[src/hdl/isaPkg.sv]
// ==========================================================
// instruction set definitions for the bundle decoder
// unit codes, opcodes, function codes, access sizes and
// the two-format instruction word
// ==========================================================
`default_nettype none

package isaPkg;

	localparam int TEMPLATE_W = 8;

	typedef enum logic [2:0] {
		UNIT_NONE   = 3'd0,
		UNIT_BRANCH = 3'd1,
		UNIT_INT    = 3'd2,
		UNIT_FLT    = 3'd3,
		UNIT_LOAD   = 3'd4,
		UNIT_STORE  = 3'd5
	} unit_t;

	typedef enum logic [2:0] {
		SZ_BYTE  = 3'd0,
		SZ_WYDE  = 3'd1,
		SZ_TETRA = 3'd2,
		SZ_PENTA = 3'd3,
		SZ_OCTA  = 3'd4,
		SZ_DECI  = 3'd5
	} memSize_t;

	// ==========================================================
	// branch unit opcodes
	// ==========================================================
	localparam logic [3:0] BR_BCC  = 4'h0;
	localparam logic [3:0] BR_BBC  = 4'h1;
	// register-target branch, not predictable
	localparam logic [3:0] BR_BRCC = 4'h2;
	localparam logic [3:0] BR_JMP  = 4'h3;
	localparam logic [3:0] BR_BEQI = 4'h4;
	localparam logic [3:0] BR_JAL  = 4'h5;
	localparam logic [3:0] BR_BNEI = 4'h6;
	localparam logic [3:0] BR_BLTI = 4'h7;
	localparam logic [3:0] BR_RET  = 4'h8;
	localparam logic [3:0] BR_RTI  = 4'h9;
	localparam logic [3:0] BR_BRK  = 4'hA;
	localparam logic [3:0] BR_CHK  = 4'hB;
	localparam logic [3:0] BR_CHKI = 4'hC;

	// variants carried in funct5 of the RTI opcode
	localparam logic [4:0] FN_RTI  = 5'h00;
	localparam logic [4:0] FN_SEI  = 5'h01;
	localparam logic [4:0] FN_WAIT = 5'h02;
	localparam logic [4:0] FN_SYNC = 5'h03;
	localparam logic [4:0] FN_REX  = 5'h04;

	// integer unit
	localparam logic [3:0] INT_ADDI = 4'h0;
	localparam logic [3:0] INT_ANDI = 4'h1;
	localparam logic [3:0] INT_R3   = 4'h2;
	localparam logic [3:0] INT_ORI  = 4'h3;
	localparam logic [3:0] INT_MULI = 4'h4;
	localparam logic [3:0] INT_DIVI = 4'h5;
	localparam logic [3:0] INT_MODI = 4'h6;
	localparam logic [3:0] INT_XORI = 4'h7;
	localparam logic [4:0] FN_MUL   = 5'h08;
	localparam logic [4:0] FN_DIV   = 5'h09;
	localparam logic [4:0] FN_MOD   = 5'h0A;

	// float unit, arithmetic selected by funct5
	localparam logic [3:0] FLT_FLT2 = 4'h2;
	localparam logic [4:0] FN_FADD  = 5'h04;
	localparam logic [4:0] FN_FSUB  = 5'h05;
	localparam logic [4:0] FN_FMUL  = 5'h08;
	localparam logic [4:0] FN_FDIV  = 5'h09;

	// ==========================================================
	// memory opcodes, indexed forms repeat them in funct5
	// ==========================================================
	localparam logic [3:0] LD_LDB  = 4'h0;
	localparam logic [3:0] LD_LDC  = 4'h1;
	localparam logic [3:0] LD_LDP  = 4'h2;
	localparam logic [3:0] LD_LDD  = 4'h3;
	localparam logic [3:0] LD_LDBU = 4'h4;
	localparam logic [3:0] LD_LDCU = 4'h5;
	localparam logic [3:0] LD_LDPU = 4'h6;
	localparam logic [3:0] LD_LDDR = 4'h7;
	localparam logic [3:0] LD_LDT  = 4'h8;
	localparam logic [3:0] LD_LDO  = 4'h9;
	localparam logic [3:0] LD_LDTU = 4'hA;
	localparam logic [3:0] LD_LDOU = 4'hB;
	localparam logic [3:0] LD_LEA  = 4'hC;
	localparam logic [3:0] LD_MLX  = 4'hF;

	localparam logic [3:0] ST_STB   = 4'h0;
	localparam logic [3:0] ST_STC   = 4'h1;
	localparam logic [3:0] ST_STP   = 4'h2;
	localparam logic [3:0] ST_STD   = 4'h3;
	localparam logic [3:0] ST_STT   = 4'h4;
	localparam logic [3:0] ST_STO   = 4'h5;
	localparam logic [3:0] ST_STDC  = 4'h6;
	localparam logic [3:0] ST_PUSH  = 4'h7;
	localparam logic [3:0] ST_PUSHC = 4'h8;
	localparam logic [3:0] ST_TLB   = 4'h9;
	localparam logic [3:0] ST_CAS   = 4'hA;
	localparam logic [3:0] ST_CACHE = 4'hB;
	localparam logic [3:0] ST_MSX   = 4'hF;
	localparam logic [4:0] FN_CAS   = 5'h0A;
	localparam logic [4:0] FN_CACHE = 5'h0B;

	// register-register and indexed layout
	typedef struct packed {
		logic [4:0] funct5;
		logic [5:0] rs2;
		logic [2:0] size;
		logic [1:0] aqrl;
		logic [7:0] spare;
		logic [5:0] rs1;
		logic [3:0] opcode;
		logic [5:0] rd;
	} rForm_t;

	// immediate layout, immHi holds the sign bit
	typedef struct packed {
		logic [6:0]  immHi;
		logic [1:0]  aqrl;
		logic [14:0] immLo;
		logic [5:0]  rs1;
		logic [3:0]  opcode;
		logic [5:0]  rd;
	} iForm_t;

	typedef union packed {
		rForm_t rForm;
		iForm_t iForm;
	} instr_u;

endpackage

`default_nettype wire

[src/hdl/decodePkg.sv]
// ==========================================================
// decode stage transport types
// the per-slot decode bus and the fetched bundle
// ==========================================================
`default_nettype none

package decodePkg;

	typedef struct packed {
		isaPkg::unit_t    unit;
		logic             rfw;
		logic [5:0]       rd;
		logic [5:0]       rs1;
		logic             hasConst;
		logic [63:0]      constant;
		isaPkg::memSize_t memSize;
		// memory class flags
		logic             load;
		logic             store;
		logic             mem;
		logic             memNdx;
		logic             rmw;
		logic             push;
		logic             tlb;
		// flow control
		logic             branch;
		logic             jump;
		logic             jal;
		logic             ret;
		logic             brk;
		logic             rti;
		logic             sync;
		logic             canEx;
		logic             oddball;
	} decodeBus_t;

	// template sits in the low byte, slot0 just above it
	typedef struct packed {
		isaPkg::instr_u                  slot2;
		isaPkg::instr_u                  slot1;
		isaPkg::instr_u                  slot0;
		logic [isaPkg::TEMPLATE_W-1:0]   template;
	} bundle_t;

endpackage

`default_nettype wire

[src/hdl/bundleSequencer.sv]
// ==========================================================
// bundle sequencing FSM
// accepts a bundle, then steps its slots while not stalled
// ==========================================================
`timescale 1ns/1ps
`default_nettype none

module bundleSequencer (
	input  logic clk,
	input  logic rst,
	input  logic bundleValid,
	input  logic stall,
	input  logic last,
	output logic loadBundle,
	output logic clearCount,
	output logic stepSlot,
	output logic loadOut,
	output logic busy
);
	typedef enum logic {
		IDLE,
		DECODE
	} state_t;

	state_t state;
	state_t stateNext;

	// strobes for the datapath
	assign loadBundle = (state == IDLE) && bundleValid;
	assign clearCount = loadBundle;
	assign loadOut    = (state == DECODE) && !stall;
	assign stepSlot   = loadOut && !last;
	assign busy       = (state == DECODE);

	always_comb
	begin
		stateNext = state;
		case (state)
			IDLE:
				if (bundleValid)
					stateNext = DECODE;
			DECODE:
				// final slot leaves on this edge
				if (!stall && last)
					stateNext = IDLE;
			default:
				stateNext = IDLE;
		endcase
	end

	always_ff @(posedge clk)
	begin
		if (rst)
			state <= IDLE;
		else
			state <= stateNext;
	end

endmodule

`default_nettype wire

[src/hdl/decodeTop.sv]
// ==========================================================
// decode stage top level
// bundle register, slot mux and registered decode output
// ==========================================================
`timescale 1ns/1ps
`default_nettype none

module decodeTop #(
	parameter int SLOTS = 3
) (
	input  logic                       clk,
	input  logic                       rst,
	input  logic                       bundleValid,
	input  decodePkg::bundle_t         bundleIn,
	input  logic                       stall,
	output logic                       busy,
	output logic                       decValid,
	output logic [$clog2(SLOTS)-1:0]   decSlot,
	output decodePkg::decodeBus_t      decBus,
	output logic                       badTemplate
);
	import isaPkg::*;
	import decodePkg::*;

	localparam int SLOT_W = $clog2(SLOTS);

	bundle_t           bundleReg;
	unit_t             unit0;
	unit_t             unit1;
	unit_t             unit2;
	unit_t             curUnit;
	instr_u            curInstr;
	decodeBus_t        decNext;
	logic              reserved;
	logic [SLOT_W-1:0] slot;
	logic              last;
	logic              loadBundle;
	logic              clearCount;
	logic              stepSlot;
	logic              loadOut;

	always_ff @(posedge clk)
	begin
		if (loadBundle)
			bundleReg <= bundleIn;
	end

	templateUnits u_templateUnits (
		.template (bundleReg.template),
		.unit0    (unit0),
		.unit1    (unit1),
		.unit2    (unit2),
		.reserved (reserved)
	);

	slotCounter #(
		.SLOTS (SLOTS)
	) u_slotCounter (
		.clk    (clk),
		.rst    (rst),
		.clear  (clearCount),
		.enable (stepSlot),
		.slot   (slot),
		.last   (last)
	);

	bundleSequencer u_bundleSequencer (
		.clk         (clk),
		.rst         (rst),
		.bundleValid (bundleValid),
		.stall       (stall),
		.last        (last),
		.loadBundle  (loadBundle),
		.clearCount  (clearCount),
		.stepSlot    (stepSlot),
		.loadOut     (loadOut),
		.busy        (busy)
	);

	// pick the current slot and its unit
	always_comb
	begin
		if (slot == SLOT_W'(0))
		begin
			curInstr = bundleReg.slot0;
			curUnit  = unit0;
		end
		else if (slot == SLOT_W'(1))
		begin
			curInstr = bundleReg.slot1;
			curUnit  = unit1;
		end
		else
		begin
			curInstr = bundleReg.slot2;
			curUnit  = unit2;
		end
	end

	instrDecoder u_instrDecoder (
		.unit   (curUnit),
		.instr  (curInstr),
		.decBus (decNext)
	);

	// output holds its value across stalled edges
	always_ff @(posedge clk)
	begin
		if (rst)
		begin
			decValid    <= 1'b0;
			decSlot     <= '0;
			decBus      <= '0;
			badTemplate <= 1'b0;
		end
		else
		begin
			decValid <= loadOut;
			if (loadOut)
			begin
				decSlot     <= slot;
				decBus      <= decNext;
				badTemplate <= reserved;
			end
		end
	end

endmodule

`default_nettype wire

[src/hdl/instrDecoder.sv]
// ==========================================================
// single slot instruction decoder
// register write, constant, memory size and flow flags
// ==========================================================
`timescale 1ns/1ps
`default_nettype none

module instrDecoder (
	input  isaPkg::unit_t         unit,
	input  isaPkg::instr_u        instr,
	output decodePkg::decodeBus_t decBus
);
	import isaPkg::*;

	logic [3:0] op;
	logic [4:0] fn;
	logic       isBr;
	logic       isSt;
	logic       isChki;
	logic       isPush;
	logic       isPushc;
	logic       isCas;
	logic       isCache;
	logic       isRti;
	logic       isSei;
	logic       isRex;
	logic       isBrk;
	logic [5:0] rdSel;
	logic       constSel;
	logic       canExSel;
	memSize_t   sizeSel;

	// size table shared by direct and indexed forms
	function automatic memSize_t sizeOf(input unit_t u, input logic [3:0] code);
		memSize_t sz;
		sz = SZ_DECI;
		if (u == UNIT_LOAD)
			case (code)
				LD_LDB, LD_LDBU:  sz = SZ_BYTE;
				LD_LDC, LD_LDCU:  sz = SZ_WYDE;
				LD_LDT, LD_LDTU:  sz = SZ_TETRA;
				LD_LDP, LD_LDPU:  sz = SZ_PENTA;
				LD_LDO, LD_LDOU:  sz = SZ_OCTA;
				default:          sz = SZ_DECI;
			endcase
		else if (u == UNIT_STORE)
			case (code)
				ST_STB:  sz = SZ_BYTE;
				ST_STC:  sz = SZ_WYDE;
				ST_STT:  sz = SZ_TETRA;
				ST_STP:  sz = SZ_PENTA;
				ST_STO:  sz = SZ_OCTA;
				default: sz = SZ_DECI;
			endcase
		return sz;
	endfunction

	assign op      = instr.iForm.opcode;
	assign fn      = instr.rForm.funct5;
	assign isBr    = (unit == UNIT_BRANCH);
	assign isSt    = (unit == UNIT_STORE);
	assign isChki  = isBr && (op == BR_CHKI);
	assign isPushc = isSt && (op == ST_PUSHC);
	assign isPush  = isSt && (op == ST_PUSH || op == ST_PUSHC);
	assign isCas   = isSt && (op == ST_CAS || (op == ST_MSX && fn == FN_CAS));
	assign isCache = isSt && (op == ST_CACHE || (op == ST_MSX && fn == FN_CACHE));
	assign isRti   = isBr && (op == BR_RTI) && (fn == FN_RTI);
	assign isSei   = isBr && (op == BR_RTI) && (fn == FN_SEI);
	assign isRex   = isBr && (op == BR_RTI) && (fn == FN_REX);
	assign isBrk   = isBr && (op == BR_BRK);

	// destination select and immediate presence per unit
	always_comb
	begin
		rdSel    = 6'd0;
		constSel = 1'b0;
		sizeSel  = SZ_DECI;
		canExSel = 1'b0;
		case (unit)
			UNIT_BRANCH:
			begin
				if (op == BR_JAL || op == BR_RET || isSei)
					rdSel = instr.iForm.rd;
				constSel = (op == BR_CHKI || op == BR_JAL);
				canExSel = (op == BR_BRK || op == BR_CHK || op == BR_CHKI);
			end
			UNIT_INT:
			begin
				rdSel    = instr.iForm.rd;
				constSel = (op != INT_R3);
				canExSel = (op == INT_MULI || op == INT_DIVI || op == INT_MODI)
					|| (op == INT_R3 && (fn == FN_MUL || fn == FN_DIV || fn == FN_MOD));
			end
			UNIT_FLT:
			begin
				rdSel    = instr.iForm.rd;
				canExSel = (op == FLT_FLT2)
					&& (fn == FN_FADD || fn == FN_FSUB || fn == FN_FMUL || fn == FN_FDIV);
			end
			UNIT_LOAD:
			begin
				rdSel    = instr.iForm.rd;
				constSel = (op != LD_MLX);
				sizeSel  = sizeOf(unit, (op == LD_MLX) ? fn[3:0] : op);
				// any load may fault
				canExSel = 1'b1;
			end
			UNIT_STORE:
			begin
				if (isPush || op == ST_TLB || isCas)
					rdSel = instr.iForm.rd;
				constSel = !(op == ST_MSX || op == ST_PUSH || op == ST_TLB);
				sizeSel  = sizeOf(unit, (op == ST_MSX) ? fn[3:0] : op);
			end
			default:
				rdSel = 6'd0;
		endcase
	end

	always_comb
	begin
		decBus          = '0;
		decBus.unit     = unit;
		decBus.rd       = rdSel;
		decBus.rfw      = (rdSel != 6'd0);
		decBus.rs1      = instr.iForm.rs1;
		decBus.hasConst = constSel;
		// stores and CHKI split the constant around rs2 and rd
		if ((isSt || isChki) && !isPushc)
			decBus.constant = {{42{instr.iForm.immHi[6]}}, instr.iForm.immHi,
				instr.iForm.immLo[14:6], instr.iForm.rd};
		else
			decBus.constant = {{42{instr.iForm.immHi[6]}}, instr.iForm.immHi,
				instr.iForm.immLo};
		decBus.memSize  = sizeSel;
		decBus.load     = (unit == UNIT_LOAD);
		decBus.store    = isSt;
		decBus.mem      = (unit == UNIT_LOAD) || isSt;
		decBus.memNdx   = ((unit == UNIT_LOAD) && op == LD_MLX) || (isSt && op == ST_MSX);
		decBus.rmw      = isCas;
		decBus.push     = isPush;
		decBus.tlb      = isSt && (op == ST_TLB);
		decBus.branch   = isBr && (op == BR_BCC || op == BR_BBC || op == BR_BEQI
			|| op == BR_BNEI || op == BR_BLTI);
		decBus.jump     = isBr && (op == BR_JMP);
		decBus.jal      = isBr && (op == BR_JAL);
		decBus.ret      = isBr && (op == BR_RET);
		decBus.brk      = isBrk;
		decBus.rti      = isRti;
		decBus.sync     = (isBr && op == BR_RTI && fn == FN_SYNC) || isRti || isBrk;
		decBus.canEx    = canExSel;
		decBus.oddball  = isRti || isSei || isRex || isCache || (unit == UNIT_FLT);
	end

endmodule

`default_nettype wire

[src/hdl/slotCounter.sv]
// ==========================================================
// slot index counter with last-slot flag
// ==========================================================
`timescale 1ns/1ps
`default_nettype none

module slotCounter #(
	parameter int SLOTS = 3
) (
	input  logic                       clk,
	input  logic                       rst,
	input  logic                       clear,
	input  logic                       enable,
	output logic [$clog2(SLOTS)-1:0]   slot,
	output logic                       last
);
	localparam int SLOT_W = $clog2(SLOTS);

	assign last = (slot == SLOT_W'(SLOTS - 1));

	always_ff @(posedge clk)
	begin
		if (rst || clear)
			slot <= '0;
		else if (enable)
			// wrap keeps the index inside the bundle
			slot <= last ? '0 : slot + 1'b1;
	end

endmodule

`default_nettype wire

[src/hdl/templateUnits.sv]
// ==========================================================
// bundle template to slot unit mapping
// ==========================================================
`timescale 1ns/1ps
`default_nettype none

module templateUnits (
	input  logic [isaPkg::TEMPLATE_W-1:0] template,
	output isaPkg::unit_t                 unit0,
	output isaPkg::unit_t                 unit1,
	output isaPkg::unit_t                 unit2,
	output logic                          reserved
);
	import isaPkg::*;

	// slot0 in the top three bits
	logic [8:0] pattern;

	always_comb
	begin
		reserved = 1'b0;
		case (template)
			8'd0:  pattern = {UNIT_INT,    UNIT_INT,    UNIT_INT};
			8'd1:  pattern = {UNIT_INT,    UNIT_INT,    UNIT_BRANCH};
			8'd2:  pattern = {UNIT_LOAD,   UNIT_INT,    UNIT_INT};
			8'd3:  pattern = {UNIT_LOAD,   UNIT_INT,    UNIT_BRANCH};
			8'd4:  pattern = {UNIT_STORE,  UNIT_INT,    UNIT_INT};
			8'd5:  pattern = {UNIT_STORE,  UNIT_INT,    UNIT_BRANCH};
			8'd6:  pattern = {UNIT_LOAD,   UNIT_LOAD,   UNIT_INT};
			8'd7:  pattern = {UNIT_LOAD,   UNIT_LOAD,   UNIT_BRANCH};
			8'd8:  pattern = {UNIT_STORE,  UNIT_STORE,  UNIT_INT};
			8'd9:  pattern = {UNIT_STORE,  UNIT_STORE,  UNIT_BRANCH};
			8'd10: pattern = {UNIT_LOAD,   UNIT_STORE,  UNIT_INT};
			8'd11: pattern = {UNIT_LOAD,   UNIT_STORE,  UNIT_BRANCH};
			8'd12: pattern = {UNIT_INT,    UNIT_FLT,    UNIT_INT};
			8'd13: pattern = {UNIT_INT,    UNIT_FLT,    UNIT_BRANCH};
			8'd14: pattern = {UNIT_LOAD,   UNIT_FLT,    UNIT_INT};
			8'd15: pattern = {UNIT_LOAD,   UNIT_FLT,    UNIT_BRANCH};
			8'd16: pattern = {UNIT_STORE,  UNIT_FLT,    UNIT_INT};
			8'd17: pattern = {UNIT_STORE,  UNIT_FLT,    UNIT_BRANCH};
			8'd18: pattern = {UNIT_BRANCH, UNIT_BRANCH, UNIT_BRANCH};
			8'd19: pattern = {UNIT_LOAD,   UNIT_LOAD,   UNIT_LOAD};
			8'd20: pattern = {UNIT_STORE,  UNIT_STORE,  UNIT_STORE};
			8'd21: pattern = {UNIT_FLT,    UNIT_FLT,    UNIT_FLT};
			8'd22: pattern = {UNIT_INT,    UNIT_INT,    UNIT_FLT};
			8'd23: pattern = {UNIT_LOAD,   UNIT_INT,    UNIT_FLT};
			default:
			begin
				pattern  = {UNIT_NONE, UNIT_NONE, UNIT_NONE};
				reserved = 1'b1;
			end
		endcase
	end

	assign unit0 = unit_t'(pattern[8:6]);
	assign unit1 = unit_t'(pattern[5:3]);
	assign unit2 = unit_t'(pattern[2:0]);

endmodule

`default_nettype wire

[config.mk]
export PLATFORM = sky130hd
export DESIGN_NAME = decodeTop
export DESIGN_NICKNAME = d
export VERILOG_FILES = /design/src/hdl/isaPkg.sv /design/src/hdl/decodePkg.sv /design/src/hdl/bundleSequencer.sv /design/src/hdl/decodeTop.sv /design/src/hdl/instrDecoder.sv /design/src/hdl/slotCounter.sv /design/src/hdl/templateUnits.sv
export SDC_FILE = /design/constraint.sdc
export NUM_CORES = 1
export LEC_CHECK = 0
export BUFFER_PORTS_ARGS = -buffer_cell sky130_fd_sc_hd__buf_4
export CAP_MARGIN = 40
export CORE_UTILIZATION = 55
export DETAILED_ROUTE_END_ITERATION = 7
export MAX_ROUTING_LAYER = met4
export PLACE_DENSITY = 0.88
export SETUP_SLACK_MARGIN = 0.5
export SYNTH_ARGS = -nofsm -noshare
export SYNTH_HDL_FRONTEND = slang
export SYNTH_HIERARCHICAL = 1
export SYNTH_SLANG_ARGS = --single-unit
export TNS_END_PERCENT = 10
[constraint.sdc]
create_clock -name clk -period 5.6 [get_ports clk]
set_clock_uncertainty 0.1 [all_clocks]
set_input_delay 1.4 -clock clk [delete_from_list [all_inputs] [get_ports clk]]
set_output_delay 1.4 -clock clk [all_outputs]
set_load 0.005 [all_outputs]
==> flow_summary.json, run 1 <==
{
  "nets": 1150,
  "period_needed_ps": 3600,
  "switching_power_mw": 0.831,
  "cts.repair.resized": 0,
  "dp_cells": 1222,
  "path_max_fanout": 17,
  "worstSetupEndpointType": "flop",
  "synth_cells": 873,
  "comb_power_share_pct": 9.4,
  "cts_hold_buf": 0,
  "grt_pass1_wl_mm": 32.4,
  "netlist_area_um2": 10100,
  "worstPathArrival_ps": 3890,
  "final-setup-viol-count": 0,
  "pwr-share-clk_pct": 39.6,
  "relSlewSlack_pct": 53.8,
  "worstPathRequired_ps": 5890,
  "critPathLaunchType": "flop",
  "htreeDepth": 1,
  "stdcell_count": 1264,
  "grt_overflow": 0,
  "clk_latency_ps": 520,
  "synth_nets": 1005,
  "p_int_mw": 2.88,
  "n_fill_cell": 1303,
  "numCtsBuffers": 23,
  "power_density_nw_per_um2": 306,
  "cts.clk_slew.worst_paths_ps": 60,
  "fmax_mhz": 278,
  "drive_gt1_share_pct": 29.4,
  "critical_path.max_stage_delay_ps": 610,
  "cap_violations": 0,
  "tightest_slew_ps": 693,
  "rsz0062_at_grt": "no",
  "die_h_um": 138,
  "dp_hpwl_mm": 13.9,
  "post-cts-setup-buffers": 0,
  "vdd_drop_max_mv": 0.264,
  "num_vias": 6785,
  "switching_share_pct": 22.4,
  "multi_input_area_um2": 3370,
  "register_area_um2": 5810,
  "slew_violations": 0,
  "dieArea_um2": 19000,
  "area_growth_pct": 19.8,
  "grt_max_degree": 67,
  "start_util_pct": 56.2,
  "drc": 0,
  "grt_pass1_vias": 6569,
  "first_pass_iters": 5,
  "final.period_utilization_pct": 64.2,
  "row_count": 49,
  "root_buffer": "clkbuf_16",
  "drtAntennaViolNets": 0,
  "min_path_type": "flop to flop",
  "finalSetupTns_ps": 0,
  "clkSinkCount": 229,
  "core_um2": 18000,
  "clk_path_buf_depth": 3,
  "routabilityCongestion": 0.859,
  "syn_area_per_cell_um2": 11.6,
  "vias_per_cell": 5.37,
  "finalHoldViolations": 0,
  "leakage_nw": 4.72,
  "p_seq_share_pct": 51.0,
  "slowest_stage": "edfxtp_1",
  "yosys_warnings": 6,
  "tritoncts": "yes",
  "track_usage_pct": 22.8,
  "drt_iter0_drc": 535,
  "critPathKind": "flop to flop",
  "totalWireLength_mm": 21.3,
  "antenna_found_initial": 0,
  "chipWidth_um": 138,
  "crit_family": "simple AND/OR/NAND/NOR gates",
  "portBuffers": 230,
  "wire_per_inst_um": 16.8,
  "status": "finished clean",
  "worstPathCellList": "nor4_2, a32oi_1, o22ai_1, mux2i_1, o21ai_0, buf_4, nand2b_1, nor2_1, and3_1, a221o_1, and3_1, mux2i_1, nor2_1",
  "diodes": 0,
  "critical_path_buf_inv_count": 1,
  "pin_count": 237
}
## sequential cells by signal (all words and copies together), names as in the netlist
name / cells
decSlot: 2
u_bundleSequencer/busy: 1
badTemplate: 1
decBus: 100
bundleReg: 122
decValid: 1
u_slotCounter/slot: 2
## worst reg2reg max path: stages (launching register included)
cell      delay [ps]
edfxtp_1         610
nor4_2           590
a32oi_1          120
o22ai_1          180
mux2i_1           90
o21ai_0          160
buf_4            200
nand2b_1         270
nor2_1           100
and3_1           200
a221o_1          410
and3_1           250
mux2i_1          130
nor2_1            60
## per-stage QoR
step	worst slack, ps	util, %	area [um2]	power, mW	hold slack, ps
2_1_floorplan	860	-	10100	2.17	385
3_3_place_gp	1900	62.9	11300	2.26	373
3_5_place_dp	2100	63.3	11400	2.28	381
4_1_cts	2050	67.3	12100	3.74	396
5_1_grt	1770	67.3	12100	3.85	417
6_report	2000	67.3	12100	3.71	392
## layout by cell type (no fill, tap or decap), types with 3 or more instances in the layout
master	instances
inv_1	5
nor3_1	13
clkbuf_8	3
nor2b_1	7
mux2_2	7
o21bai_1	3
clkinv_2	3
clkbuf_1	9
nand2_1	58
nand2b_1	9
o21ai_0	42
buf_4	247
nand3b_1	5
nor2_1	118
o21a_1	3
mux2i_1	144
clkbuf_16	23
and3_1	11
o21ai_1	11
nand3_1	7
a21oi_1	11
dfxtp_1	105
edfxtp_1	122
xor2_1	4
## routing by layer
layer	vias to the layer above	global-route usage [%]	wire [um]
met1	3140	25.8	8430
met2	291	38.2	10500
met5	-	-	0
met3	62	5.92	1660
li1	3292	-	-
met4	0	8.97	705
## power by group through the flow
stage                     Sequential, mW  Clock, mW  Combinational, mW
after floorplan                     1.92          0              0.257
after global placement              1.92          0              0.331
after detailed placement            1.93          0              0.349
after CTS                           1.89       1.50              0.351
after global routing                1.90       1.56              0.382
final                               1.89       1.47              0.351
## area by class of cell
class | count | area share, %
Tap cell | 229 | 2.36
Timing Repair Buffer | 251 | 15.9
Sequential cell | 229 | 47.9
Clock inverter | 7 | 0.598
Multi-Input combinational cell | 507 | 27.7
Clock buffer | 35 | 5.36
Inverter | 6 | 0.186
## worst paths after layout
path,start,endpoint,slack [ps],cells after the start
min reg2reg,decBus[55],decBus[55],390,2
min,decBus[55],decBus[55],390,2
max,bundleReg[4],decBus[91],2000,13
max reg2reg,bundleReg[4],decBus[91],2000,13
No activity file was read; power rests on OpenSTA's default activity.
==> inputs of run 2 (changes only) <==
- CORE_UTILIZATION: 55 -> 50
- PLACE_DENSITY: 0.88 -> 0.85
- clock period: 5.6 -> 2.9 ns (I/O delays scaled with it)
==> flow_summary.json, run 2 (synthesis results as in run 1) <==
{
  "critPathKind": "flop to flop",
  "cts.clk_slew.worst_paths_ps": 60,
  "antenna_found_initial": 0,
  "rr_worst_depth": 12,
  "relSlewSlack_pct": 61.6,
  "cap_violations": 0,
  "rsz0062_at_grt": "yes",
  "vdd_drop_max_mv": 0.534,
  "finalHoldViolations": 0,
  "min_path_type": "input port to flop",
  "chipWidth_um": 144,
  "worstSetupEndpointType": "flop",
  "dp_hpwl_mm": 14.9,
  "drive_gt1_share_pct": 35.1,
  "whs_endpoint": "bundleReg[5]",
  "regMostFlops": "bundleReg",
  "path_max_fanout": 11,
  "worstHoldStart": "bundleIn[5]",
  "pin_count": 237,
  "grt_pass1_vias": 6682,
  "drt_iter0_drc": 386,
  "track_usage_pct": 21.2,
  "portBuffers": 230,
  "placed_area_um2": 11800,
  "highest_layer": "met4",
  "tritoncts": "yes",
  "num_vias": 6881,
  "final_common_cell": "buf_4",
  "r2r-start": "bundleReg[4]",
  "status": "finished clean",
  "p_total_mw": 7.33,
  "area_growth_pct": 26.4,
  "period_needed_ps": 2840,
  "drtAntennaViolNets": 0,
  "final-setup-viol-count": 0,
  "layout_common_cells": "buf_4 (283), mux2i_1 (144), edfxtp_1 (122)",
  "routabilityCongestion": 0.880,
  "fin_area_um2": 12800,
  "n_fill_cell": 1471,
  "final.period_utilization_pct": 98.0,
  "critPathLaunchType": "flop",
  "dp_cells": 1297,
  "largest_reg_flops": 122,
  "stdcell_count": 1349,
  "diodes": 0,
  "wl_met2_mm": 10.9,
  "drc": 0,
  "nets": 1198,
  "clk_latency_ps": 520,
  "wl_met3_mm": 1.37,
  "tightest_slew_ps": 575,
  "worstPathArrival_ps": 3150,
  "wire_per_inst_um": 16.2,
  "row_count": 51,
  "slew_violations": 0,
  "power_density_nw_per_um2": 572,
  "multi_input_area_um2": 3500,
  "die_h_um": 144,
  "worstPathRequired_ps": 3210,
  "leakage_nw": 5.03,
  "rr_endpoint": "decBus[94]",
  "cts_hold_buf": 0,
  "first_pass_iters": 4,
  "numCtsBuffers": 24,
  "htreeDepth": 1,
  "clk_path_buf_depth": 3,
  "vias_per_cell": 5.10,
  "fmax_mhz": 352,
  "rrSetupSlack_ps": 60,
  "grt_overflow": 0,
  "core_um2": 19700,
  "register_area_um2": 5810,
  "start_util_pct": 51.5,
  "clkSinkCount": 229,
  "totalWireLength_mm": 21.8,
  "root_buffer": "clkbuf_16",
  "reg_top3": "bundleReg: 122 flops, decBus: 100 flops",
  "wl_met1_mm": 8.88,
  "grt_pass1_wl_mm": 33.1,
  "dieArea_um2": 20800,
  "hold_depth": 1,
  "grt_max_degree": 55
}
[run 2: layout make-up]
class                           count  area share, %
Clock buffer                       36           5.36
Clock inverter                      8          0.665
Inverter                            6          0.176
Multi-Input combinational cell    507           27.3
Sequential cell                   229           45.4
Tap cell                          265           2.59
Timing Repair Buffer              298           18.5
[run 2: worst max path at each step]
| stage | slack, ps | end | startpoint |
|---|---|---|---|
| 3_3_place_gp | -20 | decBus[91] | bundleReg[5] |
| 2_1_floorplan | 250 | decBus[95] | u_slotCounter/slot[0] |
| 5_1_grt | -110 | decBus[18] | bundleReg[4] |
| 3_5_place_dp | -40 | decBus[92] | bundleReg[5] |
| 6_report | 60 | decBus[94] | bundleReg[4] |
| 4_1_cts | 30 | decBus[18] | bundleReg[4] |
[run 2: stage by stage]
step	util, %	setup WS [ps]	TNS (ps)	hold slack (ps)
final	65.1	59.4	0	278
after global routing	65.1	-107	-1190	259
after CTS	64.6	33.8	0	259
after detailed placement	60.3	-43.8	-217	383
after global placement	60.3	-21.4	-64.8	373
after floorplan	-	254	0	385
[run 2: layer usage]
layer  up-vias  track usage [%]
met4         0             7.53
met3        52             4.34
met1      3216             24.2
met2       218             36.7
li1       3395                -
met5         -                -
[run 2: report_power, final]
part / switching (mW) / internal [mW] / total (mW)
clock: 1.20 / 1.73 / 2.93
sequential: 0.0639 / 3.58 / 3.65
combinational: 0.367 / 0.382 / 0.749
[run 2: what timing repair did]
action                     CTS  global route
hold endpoints to repair     0             0
gates resized for setup      8            24
setup buffers                7             1
setup endpoints to repair   33            33
pin swaps                    5             8
[run 2: critical path, stage by stage (launching register included)]
cell and delay, ps:
edfxtp_1 480, buf_6 190, nor3_1 180, o21ai_1 70
and4_1 180, mux2i_1 150, o21ai_2 130, buf_4 170
a211o_1 260, a221o_2 440, and3_4 200, mux2i_1 130
nor2_1 70
==> inputs of run 3 (changes only) <==
- BUFFER_PORTS_ARGS: -buffer_cell sky130_fd_sc_hd__buf_4 -> -buffer_cell sky130_fd_sc_hd__clkbuf_2
==> flow_summary.json, run 3 (synthesis results as in run 1) <==
{
  "worstPathCellList": "nor3_4, buf_6, nand2_1, a31oi_1, mux2i_1, o21ai_2, buf_4, nor3_4, buf_4, a221o_2, and3_4, mux2i_1, nor2_1",
  "largest_reg_flops": 122,
  "chipWidth_um": 144,
  "period_needed_ps": 2960,
  "die_h_um": 144,
  "grt_pass1_wl_mm": 32.5,
  "worstSetupEndpointType": "flop",
  "status": "finished with violations",
  "numCtsBuffers": 24,
  "num_vias": 6939,
  "cts_hold_buf": 0,
  "worstPathArrival_ps": 3250,
  "layout_common_cells": "clkbuf_2 (229), mux2i_1 (144), edfxtp_1 (122)",
  "slew_violations": 0,
  "final.period_utilization_pct": 102,
  "finalHoldViolations": 0,
  "area_growth_pct": 21.4,
  "critPathLaunchType": "flop",
  "path_max_fanout": 7,
  "postLayoutCoreUtil_pct": 62.5,
  "grt_max_degree": 97,
  "p_total_mw": 7.58,
  "tightest_slew_ps": 667,
  "htreeDepth": 1,
  "final_common_cell": "clkbuf_2",
  "dieArea_um2": 20800,
  "leakage_nw": 4.91,
  "critical_path.max_stage_delay_ps": 460,
  "drive_gt1_share_pct": 35.2,
  "track_usage_pct": 20.6,
  "power_density_nw_per_um2": 617,
  "start_util_pct": 51.5,
  "slowest_stage": "edfxtp_1",
  "diodes": 0,
  "dp_hpwl_mm": 14.8,
  "grt_pass1_vias": 6557,
  "tritoncts": "yes",
  "relSlewSlack_pct": 55.5,
  "critPathKind": "flop to flop",
  "crit_family": "compound AO/OA/AOI/OAI gates",
  "totalWireLength_mm": 21.5,
  "clk_path_buf_depth": 3,
  "core_um2": 19700,
  "reg_top3": "bundleReg: 122 flops, decBus: 100 flops",
  "setup_ws_ps": -59.2,
  "first_pass_iters": 5,
  "pin_count": 237,
  "regMostFlops": "bundleReg",
  "final-setup-viol-count": 2,
  "nets": 1194,
  "clkSinkCount": 229,
  "wire_per_inst_um": 16.0,
  "min_path_type": "input port to flop",
  "drt_iter0_drc": 511,
  "cts.clk_slew.worst_paths_ps": 60,
  "critical_path_buf_inv_count": 3,
  "antenna_found_initial": 0,
  "clk_latency_ps": 520,
  "vdd_drop_max_mv": 0.730,
  "grt_overflow": 0,
  "failed_checks": "setup timing",
  "fmax_mhz": 338,
  "cap_violations": 0,
  "drtAntennaViolNets": 0,
  "root_buffer": "clkbuf_16",
  "drc": 0,
  "portBuffers": 230,
  "vias_per_cell": 5.16,
  "rsz0062_at_grt": "yes",
  "row_count": 51,
  "worstPathRequired_ps": 3190,
  "routabilityCongestion": 0.932
}
[run 3: cell types whose count changed in the layout (fill, tap and decap cells not counted), sizes merged]
cell	previous run	this run
inv	7	6
clkinv	6	8
buf	298	65
clkinvlp	0	1
clkbuf	36	261
bufinv	1	3
[run 3: final timing paths]
| kind | start | end | slack (ps) | depth (start not counted) |
|---|---|---|---|---|
| hold reg to reg | decBus[18] | decBus[18] | 390 | 2 |
| setup / recovery | bundleReg[6] | decBus[93] | -60 | 13 |
| hold / removal | bundleIn[60] | bundleReg[60] | 280 | 1 |
| setup reg to reg | bundleReg[6] | decBus[93] | -60 | 13 |
[run 3: per-stage QoR]
stage / setup slack (ps) / cell area, um2 / setup TNS, ps / cells / hold slack (ps)
2_1_floorplan: 254 / 10200 / 0 / 873 / 385
3_3_place_gp: 0.225 / 11200 / 0 / 1287 / 371
3_5_place_dp: -73.3 / 11200 / -514 / 1287 / 381
4_1_cts: 46.3 / 12100 / 0 / 1334 / 258
5_1_grt: -201 / 12300 / -1690 / 1345 / 248
6_report: -59.2 / 12300 / -64.4 / 1345 / 276
[run 3: cell type report]
type / count / area [um2]
Clock inverter: 12 / 148
Fill cell: 1499 / 7370
Inverter: 6 / 22.5
Sequential cell: 229 / 5810
Tap cell: 265 / 332
Multi-Input combinational cell: 507 / 3500
Timing Repair Buffer: 294 / 1760
Clock buffer: 32 / 723
[run 3: where the power goes]
group / switching, mW / leakage, nW / internal, mW
registers: 0.0634 / 2.03 / 3.58
logic: 0.363 / 2.44 / 0.308
clock network: 1.24 / 0.432 / 2.02
[run 3: timing repair]
action / CTS / global route
buffers inserted: 3 / 11
setup endpoints to repair: 32 / 33
gates resized for setup: 8 / 24
hold endpoints to repair: 0 / 0
pin swaps: 3 / 17
[run 3: per-layer routing]
| layer | up-vias | wire, um | global-route usage [%] |
|---|---|---|---|
| li1 | 3387 | - | - |
| met1 | 3259 | 8670 | 23.4 |
| met2 | 242 | 10700 | 35.5 |
| met3 | 51 | 1370 | 4.67 |
| met4 | 0 | 716 | 7.65 |
| met5 | - | 0 | - |
